===== src/source/pipe_defs.svh =====
`ifndef PIPE_DEFS_SVH
`define PIPE_DEFS_SVH

// ------------------------------
// datapath sizing
// ------------------------------

// integer register width for RV64.
`define XLEN 64

// number of architectural integer registers.
`define REG_COUNT 32

// ------------------------------
// reset state
// ------------------------------

// the PC field of a pipeline register comes out of reset at the boot address.
`define RESET_PC 64'h0000_0000_8000_0000

`endif


===== src/source/pipe_pkg.sv =====
`default_nettype none

`include "pipe_defs.svh"

package pipe_pkg;

  // ------------------------------
  // control codes
  // ------------------------------

  typedef enum logic [4:0] {
    EXE_NOP  = 5'd0,
    EXE_ADD  = 5'd1,
    EXE_SUB  = 5'd2,
    EXE_SLL  = 5'd3,
    EXE_SLT  = 5'd4,
    EXE_SLTU = 5'd5,
    EXE_XOR  = 5'd6,
    EXE_SRL  = 5'd7,
    EXE_SRA  = 5'd8,
    EXE_OR   = 5'd9,
    EXE_AND  = 5'd10,
    EXE_ADDW = 5'd11,
    EXE_SUBW = 5'd12,
    EXE_SLLW = 5'd13,
    EXE_SRLW = 5'd14,
    EXE_SRAW = 5'd15
  } exe_op_t;

  // first name is operand a, second is operand b.
  typedef enum logic [2:0] {
    EXE_SRC_NOP      = 3'd0,
    EXE_SRC_RS_RS    = 3'd1,
    EXE_SRC_RS_IMM   = 3'd2,
    EXE_SRC_ZERO_IMM = 3'd3,
    EXE_SRC_PC_IMM   = 3'd4
  } exe_src_t;

  typedef enum logic [3:0] {
    WB_NOP = 4'd0,
    WB_ALU = 4'd1
  } wb_op_t;

  // ------------------------------
  // stage payloads
  // ------------------------------

  typedef struct packed {
    logic             valid;
    logic [4:0]       rd;
    logic [4:0]       rs1;
    logic [4:0]       rs2;
    logic [`XLEN-1:0] rs1_data;
    logic [`XLEN-1:0] rs2_data;
    logic [`XLEN-1:0] imm;
    logic [`XLEN-1:0] pc;
    exe_op_t          exe_op;
    exe_src_t         exe_src;
    wb_op_t           wb_op;
  } id_exe_t;

  typedef struct packed {
    logic             valid;
    logic [4:0]       rd;
    logic [`XLEN-1:0] result;
    wb_op_t           wb_op;
    logic [`XLEN-1:0] pc;
  } exe_wb_t;

endpackage

`default_nettype wire


===== src/source/stall_ctrl.sv =====
`timescale 1ns/1ps
`default_nettype none

module stall_ctrl (
  input  logic             clk,
  input  logic             rst,
  input  logic [4:0]       rs1,
  input  logic [4:0]       rs2,
  input  logic             rs1_used,
  input  logic             rs2_used,
  input  logic             dec_valid,
  input  logic             ex_valid,
  input  logic [4:0]       ex_rd,
  input  pipe_pkg::wb_op_t ex_wb_op,
  input  logic             flush,
  output logic             stall,
  output logic             id_in_valid,
  output logic             clear
);

  import pipe_pkg::*;

  logic ex_writes;
  logic hazard;
  logic flush_seen;

  // only the ID/EXE producer matters, the register file bypass covers EXE/WB.
  assign ex_writes = ex_valid && (ex_wb_op == WB_ALU) && (ex_rd != 5'd0);
  assign hazard    = ex_writes && ((rs1_used && (rs1 == ex_rd)) ||
                                   (rs2_used && (rs2 == ex_rd)));

  assign stall       = dec_valid && hazard;
  assign id_in_valid = dec_valid && !stall;

  // the extra cycle of clear drains whatever was in ID/EXE into EXE/WB.
  always_ff @(posedge clk or negedge rst) begin
    if (!rst) begin
      flush_seen <= 1'b0;
    end else begin
      flush_seen <= flush;
    end
  end

  assign clear = flush || flush_seen;

  // the bubble taken under stall removes the producer, so a stall lasts one cycle.
  stall_single_cycle: assert property (
    @(posedge clk) disable iff (!rst)
    stall |=> !stall
  );

endmodule

`default_nettype wire


===== config.mk =====
export PLATFORM = sky130hd
export DESIGN_NAME = stall_ctrl
export DESIGN_NICKNAME = d
export VERILOG_FILES = /design/src/source/pipe_pkg.sv /design/src/source/stall_ctrl.sv
export VERILOG_INCLUDE_DIRS = /design/src /design/src/source
export SDC_FILE = /design/constraint.sdc
export NUM_CORES = 1
export LEC_CHECK = 0
export BUFFER_PORTS_ARGS = -buffer_cell sky130_fd_sc_hd__buf_2
export CORE_AREA = 5 5 42 44
export CTS_BUF_LIST = sky130_fd_sc_hd__clkbuf_16
export DETAILED_ROUTE_END_ITERATION = 7
export DIE_AREA = 0 0 47 49
export HOLD_SLACK_MARGIN = 0.03
export PLACE_DENSITY = 0.49
export SYNTH_ARGS = -nofsm -noshare
export SYNTH_HDL_FRONTEND = slang
export SYNTH_SLANG_ARGS = --single-unit

===== constraint.sdc =====
create_clock -name clk -period 2.1 [get_ports clk]
set_input_delay 0.42 -clock clk [delete_from_list [all_inputs] [get_ports clk]]
set_output_delay 0.42 -clock clk [all_outputs]
set_load 0.1 [all_outputs]

==> results.ini <==
[finish]
diodes = 0
final_net_count = 80
largest_reg_flops = 1
utilization_pct = 27.50
area_delta_synth_final_pct = 101.3
fill_cells = 177
largest-register = flush_seen
drive_gt1_share_pct = 59.62
reg.largest.list = flush_seen: 1 flops

[route]
post-route-drc-count = 0
drt_wl_total_um = 654
drt-pass1-iter-count = 1
viasPerCell = 3.971
wl_per_cell_um = 9.618
drtIter0Drc = 0
vias = 270
antenna_left = 0

[critical_path]
path_class = in -> out
path_cells = buf_2 > xnor2_1 > nand4_1 > o22ai_1 > and3_1 > buf_12
worstSetupStartpointType = input port
crit_path_top_delay_cell = o22ai_1
max_stage_delay_ns = 0.25
cp.arrival_ns = 1.50
crit_buf_inv = 2
path_delay_family = simple AND/OR/NAND/NOR gates
crit_fanout = 3
required_ns = 1.68
cp-end-kind = output pin

[floorplanning]
die_w_um = 47
core-area_um2 = 1401
die_h_um = 49
rows = 14
initial_core_util_pct = 13.66
pin_count = 29
dieArea_um2 = 2303

[timing]
slew_violations = 0
setup_tns_ns = 0
fmax_mhz = 520.7
setup-violations-final = 0
hold_viol_final = 0
fin_ws_ns = 0.1795
finalCritPeriodShare_pct = 91.45
worstMarginPinSlew_ns = 0.4893
rsz0062_at_grt = no
period_minus_slack_ns = 1.921
slew_headroom_pct = 67.61

[min_path]
hold_path_class = in -> async

[run_status]
status = finished clean

[logic_synthesis]
syn_area_um2 = 191.4
postSynthCellCount = 24
seq_area_frac_synth_pct = 13.07
ys_ff_latch = 1
post_synth.cell_area_avg_um2 = 7.976
ys_types = 12
syn-num-nets = 50
yosysWarnings = 0

[power_and_ir_drop]
powerDensity_nw_per_um2 = 249.8
cellLeakagePower_nw = 0.1778
power.total_uw = 96.28
ir_drop_uv = 124.1

[clocking]
clk_pin_slew_ns = 0
holdBufCountCts = 0
cts_setup_buffers = 0
cts_resized = 0

[grt]
grt_antenna_before_repair = 0
grt_pass1_wl_um = 1062
grtUsageTotal_pct = 5.626
grt_pass1_vias = 277
grt_max_degree = 4
overflow = 0

[flow_run]
maxCapViolCount = 0

[place]
portBuffers = 28
post-place-ws_ns = 0.1616
gp_congestion = 0.7356
hpwl_um = 643.4

-- per-stage QoR --
stage / area (um^2) / hold slack, ns / std cells
2_1_floorplan: 195.2 / 0.1244 / 24
3_3_place_gp: 385.4 / 0.1976 / 68
3_5_place_dp: 385.4 / 0.1976 / 68
4_1_cts: 385.4 / 0.1976 / 68
5_1_grt: 385.4 / 0.2005 / 68
6_report: 385.4 / 0.1960 / 68
-- placed cells by master (no fill, tap or decap) --
cell type | netlist | final
buf_2 | 0 | 26
xnor2_1 | 10 | 10
nand2_1 | 3 | 3
nand4_1 | 2 | 2
buf_12 | 0 | 2
nor2_1 | 1 | 1
nor3_1 | 1 | 1
nor4b_2 | 1 | 1
a21oi_1 | 1 | 1
o22ai_1 | 1 | 1
and3_1 | 1 | 1
a21boi_2 | 0 | 1
or2_2 | 1 | 1
dfrtp_1 | 1 | 1
-- worst max path at each step --
stage	to	slack, ns	startpoint	cells past startpoint
5_1_grt	stall	0.09	ex_rd[1]	6
6_report	stall	0.18	ex_rd[1]	6
4_1_cts	stall	0.15	ex_rd[1]	6
3_3_place_gp	stall	0.18	ex_rd[1]	6
3_5_place_dp	stall	0.16	ex_rd[1]	6
2_1_floorplan	stall	-0.02	ex_wb_op[1]	4
-- routing by layer --
| layer | share of wire [%] | vias to the layer above | global-route usage (%) | wire [um] |
|---|---|---|---|---|
| met2 | 45 | 20 | 9.502 | 296 |
| met3 | 22 | 0 | 2.583 | 146 |
| li1 | - | 140 | - | - |
| met5 | 0 | - | 0 | 0 |
| met1 | 32 | 110 | 6.783 | 212 |
| met4 | 0 | 0 | 0 | 0 |
-- cells in the mapped netlist --
| cell type | count | area share [%] |
|---|---|---|
| xnor2_1 | 10 | 46 |
| nand2_1 | 3 | 5.9 |
| nand4_1 | 2 | 6.5 |
| a21boi_0 | 1 | 3.9 |
| a21oi_1 | 1 | 2.6 |
| and3_1 | 1 | 3.3 |
| dfrtp_1 | 1 | 13 |
| nor2_1 | 1 | 2.0 |
| nor3_1 | 1 | 2.6 |
| nor4b_2 | 1 | 7.8 |
| o22ai_1 | 1 | 3.3 |
| or2_2 | 1 | 3.3 |
-- final cells by class --
cell class	instances	area [um^2]	share of cell area, %
multi-input combinational	23	170.2	44.16
timing repair buffer	28	170.2	44.16
sequential	1	25.02	6.493
tap	16	20.02	5.195
-- cells by family (layout without fill, tap and decap cells) --
group	count (synthesis)	count (layout)	synth area share, %
and+or+nand+nor	10	10	31.37
buffers and inverters	0	28	0
DFF	1	1	13.07
AOI/OAI and AO/OA	3	3	9.805
xor gates and xnor gates	10	10	45.75
-- where the power goes --
group | switching [mW] | leakage [nW] | internal [mW]
Combinational | 0.0374 | 0.166 | 0.0381
Sequential | 0.000205 | 0.0117 | 0.0206
Clock | 0 | 0 | 0
Total | 0.0376 | 0.178 | 0.0587
No activity file was read; power rests on OpenSTA's default activity.
