[config.mk]
export PLATFORM = sky130hd
export DESIGN_NAME = instr_decoder
export DESIGN_NICKNAME = d
export VERILOG_FILES = /design/src/source/pipe_pkg.sv /design/src/source/instr_decoder.sv
export VERILOG_INCLUDE_DIRS = /design/src /design/src/source
export SDC_FILE = /design/constraint.sdc
export NUM_CORES = 1
export LEC_CHECK = 0
export BUFFER_PORTS_ARGS = -buffer_cell sky130_fd_sc_hd__buf_2
export CORE_UTILIZATION = 43
export DETAILED_ROUTE_END_ITERATION = 7
export PLACE_DENSITY = 0.93
export SYNTH_ARGS = -nofsm -noshare
export SYNTH_HDL_FRONTEND = slang
export SYNTH_SLANG_ARGS = --single-unit
[constraint.sdc]
create_clock -name vclk -period 5.8
set_input_delay 0.29 -clock vclk [all_inputs]
set_output_delay 0.29 -clock vclk [all_outputs]
set_load 0.02 [all_outputs]
[src/source/pipe_defs.svh]
`ifndef PIPE_DEFS_SVH
`define PIPE_DEFS_SVH

// ------------------------------
// datapath sizing
// ------------------------------

// integer register width for RV64.
`define XLEN 64

// number of architectural integer registers.
`define REG_COUNT 32

// ------------------------------
// reset state
// ------------------------------

// the PC field of a pipeline register comes out of reset at the boot address.
`define RESET_PC 64'h0000_0000_8000_0000

`endif

[src/source/pipe_pkg.sv]
`default_nettype none

`include "pipe_defs.svh"

package pipe_pkg;

  // ------------------------------
  // control codes
  // ------------------------------

  typedef enum logic [4:0] {
    EXE_NOP  = 5'd0,
    EXE_ADD  = 5'd1,
    EXE_SUB  = 5'd2,
    EXE_SLL  = 5'd3,
    EXE_SLT  = 5'd4,
    EXE_SLTU = 5'd5,
    EXE_XOR  = 5'd6,
    EXE_SRL  = 5'd7,
    EXE_SRA  = 5'd8,
    EXE_OR   = 5'd9,
    EXE_AND  = 5'd10,
    EXE_ADDW = 5'd11,
    EXE_SUBW = 5'd12,
    EXE_SLLW = 5'd13,
    EXE_SRLW = 5'd14,
    EXE_SRAW = 5'd15
  } exe_op_t;

  // first name is operand a, second is operand b.
  typedef enum logic [2:0] {
    EXE_SRC_NOP      = 3'd0,
    EXE_SRC_RS_RS    = 3'd1,
    EXE_SRC_RS_IMM   = 3'd2,
    EXE_SRC_ZERO_IMM = 3'd3,
    EXE_SRC_PC_IMM   = 3'd4
  } exe_src_t;

  typedef enum logic [3:0] {
    WB_NOP = 4'd0,
    WB_ALU = 4'd1
  } wb_op_t;

  // ------------------------------
  // stage payloads
  // ------------------------------

  typedef struct packed {
    logic             valid;
    logic [4:0]       rd;
    logic [4:0]       rs1;
    logic [4:0]       rs2;
    logic [`XLEN-1:0] rs1_data;
    logic [`XLEN-1:0] rs2_data;
    logic [`XLEN-1:0] imm;
    logic [`XLEN-1:0] pc;
    exe_op_t          exe_op;
    exe_src_t         exe_src;
    wb_op_t           wb_op;
  } id_exe_t;

  typedef struct packed {
    logic             valid;
    logic [4:0]       rd;
    logic [`XLEN-1:0] result;
    wb_op_t           wb_op;
    logic [`XLEN-1:0] pc;
  } exe_wb_t;

endpackage

`default_nettype wire

[src/source/instr_decoder.sv]
`timescale 1ns/1ps
`default_nettype none

`include "pipe_defs.svh"

module instr_decoder (
  input  logic               instr_valid,
  input  logic [31:0]        instr,
  output logic [4:0]         rd,
  output logic [4:0]         rs1,
  output logic [4:0]         rs2,
  output logic               rs1_used,
  output logic               rs2_used,
  output logic [`XLEN-1:0]   imm,
  output pipe_pkg::exe_op_t  exe_op,
  output pipe_pkg::exe_src_t exe_src,
  output pipe_pkg::wb_op_t   wb_op,
  output logic               legal
);

  import pipe_pkg::*;

  logic [6:0]       opcode;
  logic [2:0]       funct3;
  logic [6:0]       funct7;
  logic [`XLEN-1:0] imm_i;
  logic [`XLEN-1:0] imm_u;
  exe_op_t          op;
  logic             known;

  assign opcode = instr[6:0];
  assign funct3 = instr[14:12];
  assign funct7 = instr[31:25];
  assign rd     = instr[11:7];
  assign rs1    = instr[19:15];
  assign rs2    = instr[24:20];
  assign imm_i  = {{(`XLEN-12){instr[31]}}, instr[31:20]};
  assign imm_u  = {{(`XLEN-32){instr[31]}}, instr[31:12], 12'b0};

  // ------------------------------
  // operation select
  // ------------------------------

  always_comb begin
    op    = EXE_NOP;
    known = 1'b0;
    case (opcode)
      7'b0010011: begin
        known = 1'b1;
        case (funct3)
          3'b000: op = EXE_ADD;
          3'b010: op = EXE_SLT;
          3'b011: op = EXE_SLTU;
          3'b100: op = EXE_XOR;
          3'b110: op = EXE_OR;
          3'b111: op = EXE_AND;
          // RV64 shift immediates take six bits, so funct7 is checked on [31:26].
          3'b001: begin
            op    = EXE_SLL;
            known = (instr[31:26] == 6'b000000);
          end
          default: begin
            op    = instr[30] ? EXE_SRA : EXE_SRL;
            known = (instr[31] == 1'b0) && (instr[29:26] == 4'b0000);
          end
        endcase
      end
      7'b0110011: begin
        known = 1'b1;
        case ({funct7, funct3})
          10'b0000000_000: op = EXE_ADD;
          10'b0100000_000: op = EXE_SUB;
          10'b0000000_001: op = EXE_SLL;
          10'b0000000_010: op = EXE_SLT;
          10'b0000000_011: op = EXE_SLTU;
          10'b0000000_100: op = EXE_XOR;
          10'b0000000_101: op = EXE_SRL;
          10'b0100000_101: op = EXE_SRA;
          10'b0000000_110: op = EXE_OR;
          10'b0000000_111: op = EXE_AND;
          default:         known = 1'b0;
        endcase
      end
      7'b0011011: begin
        known = 1'b1;
        case (funct3)
          3'b000: op = EXE_ADDW;
          3'b001: begin
            op    = EXE_SLLW;
            known = (funct7 == 7'b0000000);
          end
          3'b101: begin
            op    = instr[30] ? EXE_SRAW : EXE_SRLW;
            known = (funct7 == 7'b0000000) || (funct7 == 7'b0100000);
          end
          default: known = 1'b0;
        endcase
      end
      7'b0111011: begin
        known = 1'b1;
        case ({funct7, funct3})
          10'b0000000_000: op = EXE_ADDW;
          10'b0100000_000: op = EXE_SUBW;
          10'b0000000_001: op = EXE_SLLW;
          10'b0000000_101: op = EXE_SRLW;
          10'b0100000_101: op = EXE_SRAW;
          default:         known = 1'b0;
        endcase
      end
      7'b0110111, 7'b0010111: begin
        op    = EXE_ADD;
        known = 1'b1;
      end
      default: known = 1'b0;
    endcase
  end

  // ------------------------------
  // control outputs
  // ------------------------------

  assign legal = instr_valid && known;

  always_comb begin
    exe_op   = EXE_NOP;
    exe_src  = EXE_SRC_NOP;
    wb_op    = WB_NOP;
    imm      = '0;
    rs1_used = 1'b0;
    rs2_used = 1'b0;
    if (legal) begin
      exe_op = op;
      wb_op  = WB_ALU;
      case (opcode)
        7'b0110011, 7'b0111011: begin
          exe_src  = EXE_SRC_RS_RS;
          rs1_used = 1'b1;
          rs2_used = 1'b1;
        end
        7'b0110111: begin
          exe_src = EXE_SRC_ZERO_IMM;
          imm     = imm_u;
        end
        7'b0010111: begin
          exe_src = EXE_SRC_PC_IMM;
          imm     = imm_u;
        end
        default: begin
          exe_src  = EXE_SRC_RS_IMM;
          imm      = imm_i;
          rs1_used = 1'b1;
        end
      endcase
    end
  end

endmodule

`default_nettype wire

==> summary.md <==
| Metric | Value |
|---|---|
| RSZ-0062 raised after global routing | `no` |
| Storage cell area | `0 sq um` |
| Commonest non-fill, non-tap cell in the layout | `buf_2` |
| HP Start | `instr[7]` |
| GPL Wtd Cong | `around 0.93` |
| Seq Cell Count | `0` |
| Critical Path Sink | `imm[20]` |
| Library cells used by synthesis | `43` |
| Fmax achieved | `about 0.35 GHz` |
| Post-Syn Area per Cell | `6.67 sq um` |
| Clock power share | `0%` |
| P_int | `approximately 22 uW` |
| Pin count of the biggest net entering global routing | `34` |
| Most area-hungry cell type in the Yosys netlist | `buf_4` |
| Hold Path Stages | `0` |
| WL met2 | `around 1800 um` |
| Crit. Startpoint | `instr[14]` |
| Final setup fails | `0` |
| Met1 WL | `1440 um` |
| Commonest non-fill, non-tap cells in the layout | `113 x buf_2, 25 x nand2_1, 20 x a21oi_2, 14 x nor2_1, 12 x o21ai_0` |
| Critical Path Start Type | `input port` |
| Initial DRC Count | `55` |
| Worst path required time | `5.51 ns` |
| CP Max Fanout | `19` |
| DRT Pass-1 Iters | `4` |
| CP delay by family, top | `compound AO/OA/AOI/OAI gates` |
| Layout clock buffer count | `0` |
| Vias in the first global route | `1,133` |
| Area growth syn-to-layout | `12.3%` |
| Cells after Synth | `208` |
| Remaining Overflow, GRT | `0` |
| CP dominant cell by count | `buf_2` |
| Synth top area share | `approximately 29%` |
| Crit path depth | `8` |
| Switch share | `roughly two thirds` |
| Sequential area share after synthesis | `0%` |
| # resized after CTS | `0` |
| Peak supply drop | `between 0.03 and 0.04 mV` |
| Critical path, cell by cell | `buf_2 > nand2b_4 > a211oi_2 > o41ai_2 > a211oi_4 > buf_4 > a21oi_2 > buf_2` |
| Routed length on met3 | `about 220 um` |
| Tmin final | `2.89 ns` |
| Antenna Cells | `0` |
| CP bufs+invs | `3` |
| DR vias/cell | `4.84` |
| Max stage delay cell, worst path | `a211oi_4` |
| Synth Warn # | `0` |
| Worst rel slew slack | `a little under 30%` |
| Hold_buf cts | `0` |
| CORE AREA | `between 3000 and 4000 sq um` |
| Outcome | `finished, final reports clean` |
| Final hold viol count | `0` |
| Initial antenna violation count | `0` |
| Total number of vias | `~1,500` |
| P per Cell Area | `41.5 nW/um^2` |
| Reg power frac | `0%` |
| Postcts setup bufs | `0` |
| Die height | `between 50 and 60 um` |
| Initial Utilization | `45.5%` |
| Actual slew at the worst max-slew pin | `approximately 1.1 ns` |
| Setup TNS | `0 ns` |
| Psw | `roughly 43 uW` |
| Routed WL | `3490 um` |
| Pins Over Slew Limit | `0` |
| I/O Buffers | `between 100 and 150` |
| First-pass GRT wire length | `a little over 5000 um` |
| DRC | `0` |
| Floorplan row count | `20` |
| Kind of end point of the critical path | `primary output` |
| DR WL/cell | `11.5 um` |
| Hold Crit Class | `in2out` |
| Die area | `approximately 3500 sq um` |
| Die Wd | `between 50 and 60 um` |
| Top routing layer used | `met4` |
| Share of layout cells above drive strength 1 | `between 50 and 60%` |
| Crit path largest cell delay | `0.87 ns` |
| Max-cap violation count | `0` |
| CP arrival | `approximately 2.6 ns` |
| I/O pins | `127` |
| Overall Global Routing Usage | `between 10% and 20%` |
| Final Cycle Share | `49.9%` |
| Area contributors post-synth | `buf_4 29%, a21oi_2 13%, nand2_1 6.8%` |
| Mapped Area | `~1400 sq um` |
| Comb power frac | `100.0%` |
| Worst Hold Slack | `between 0.5 and 0.6 ns` |
| Fin nets | `roughly 300` |
| Critical path class | `in2out` |
| DP HPWL | `2850 um` |
| Leakage | `between 0.8 and 0.9 nW` |
| Antenna viol nets, final | `0` |
how the worst min path moves through the flow:
| stage | endpoint |
|---|---|
| 3_3_place_gp | rd[4] |
| 6_report | rd[0] |
| 2_1_floorplan | exe_src[2] |
| 3_5_place_dp | rd[4] |
| 4_1_cts | rd[4] |
| 5_1_grt | rd[0] |
synthesized netlist by cell type (all sizes together):
library cell   n
nor3b          1
nand3b         1
o211ai         1
a311oi         1
xnor2          1
and4b          3
a41oi          1
o41ai          1
nor2b          3
inv            6
nand2b         4
a21o           1
clkbuf         7
a211oi         3
o21ai         12
mux2i          1
o22ai          2
o221ai         1
and2          12
a21oi         26
nor4b          1
conb           1
a31oi          4
nand2         26
buf           60
nor4           1
nor2          15
nor3           5
and3           1
xor2           1
nand3          4
or2            1
layout make-up:
cell class,count,area [sq um]
multi-input combinational,138,900
inverter,6,22.5
timing repair buffer,115,581
fill,327,1500
tap,44,55.1
power by group through the flow:
stage	registers (mW)	clock network [mW]	logic, mW
3_5_place_dp	0	0	0.0642
3_3_place_gp	0	0	0.0632
2_1_floorplan	0	0	0.0554
6_report	0	0	0.0646
4_1_cts	0	0	0.0644
5_1_grt	0	0	0.0710
logic make-up (layout without fill, tap and decap cells):
logic type / Yosys count / after routing / share of synthesized area, %
buffers and inverters: 73 / 121 / 36.5
AO/OA/AOI/OAI: 53 / 53 / 28.8
multiplexers: 1 / 1 / 0.721
AND/OR/NAND/NOR: 78 / 78 / 32.5
other: 1 / 4 / 0.270
XOR/XNOR: 2 / 2 / 1.26
metal layers:
layer | vias to the layer above | GRT usage [%]
met1 | 653 | 23.7
met3 | 4 | 0.659
met2 | 62 | 33.4
li1 | 749 | -
met5 | - | 0
met4 | 0 | 4.08
stage by stage:
stage,power (mW),cell area [sq um],utilization (%),instances,setup WS [ns]
final,0.0646,1560,51.0,303,2.91
after global routing,0.0710,1560,51.0,303,2.76
after global placement,0.0632,1560,51.0,303,2.99
after floorplan,0.0554,1400,-,211,2.54
after CTS,0.0644,1560,51.0,303,2.94
after detailed placement,0.0642,1560,51.0,303,2.94
Power figures use the tool's default switching activity.
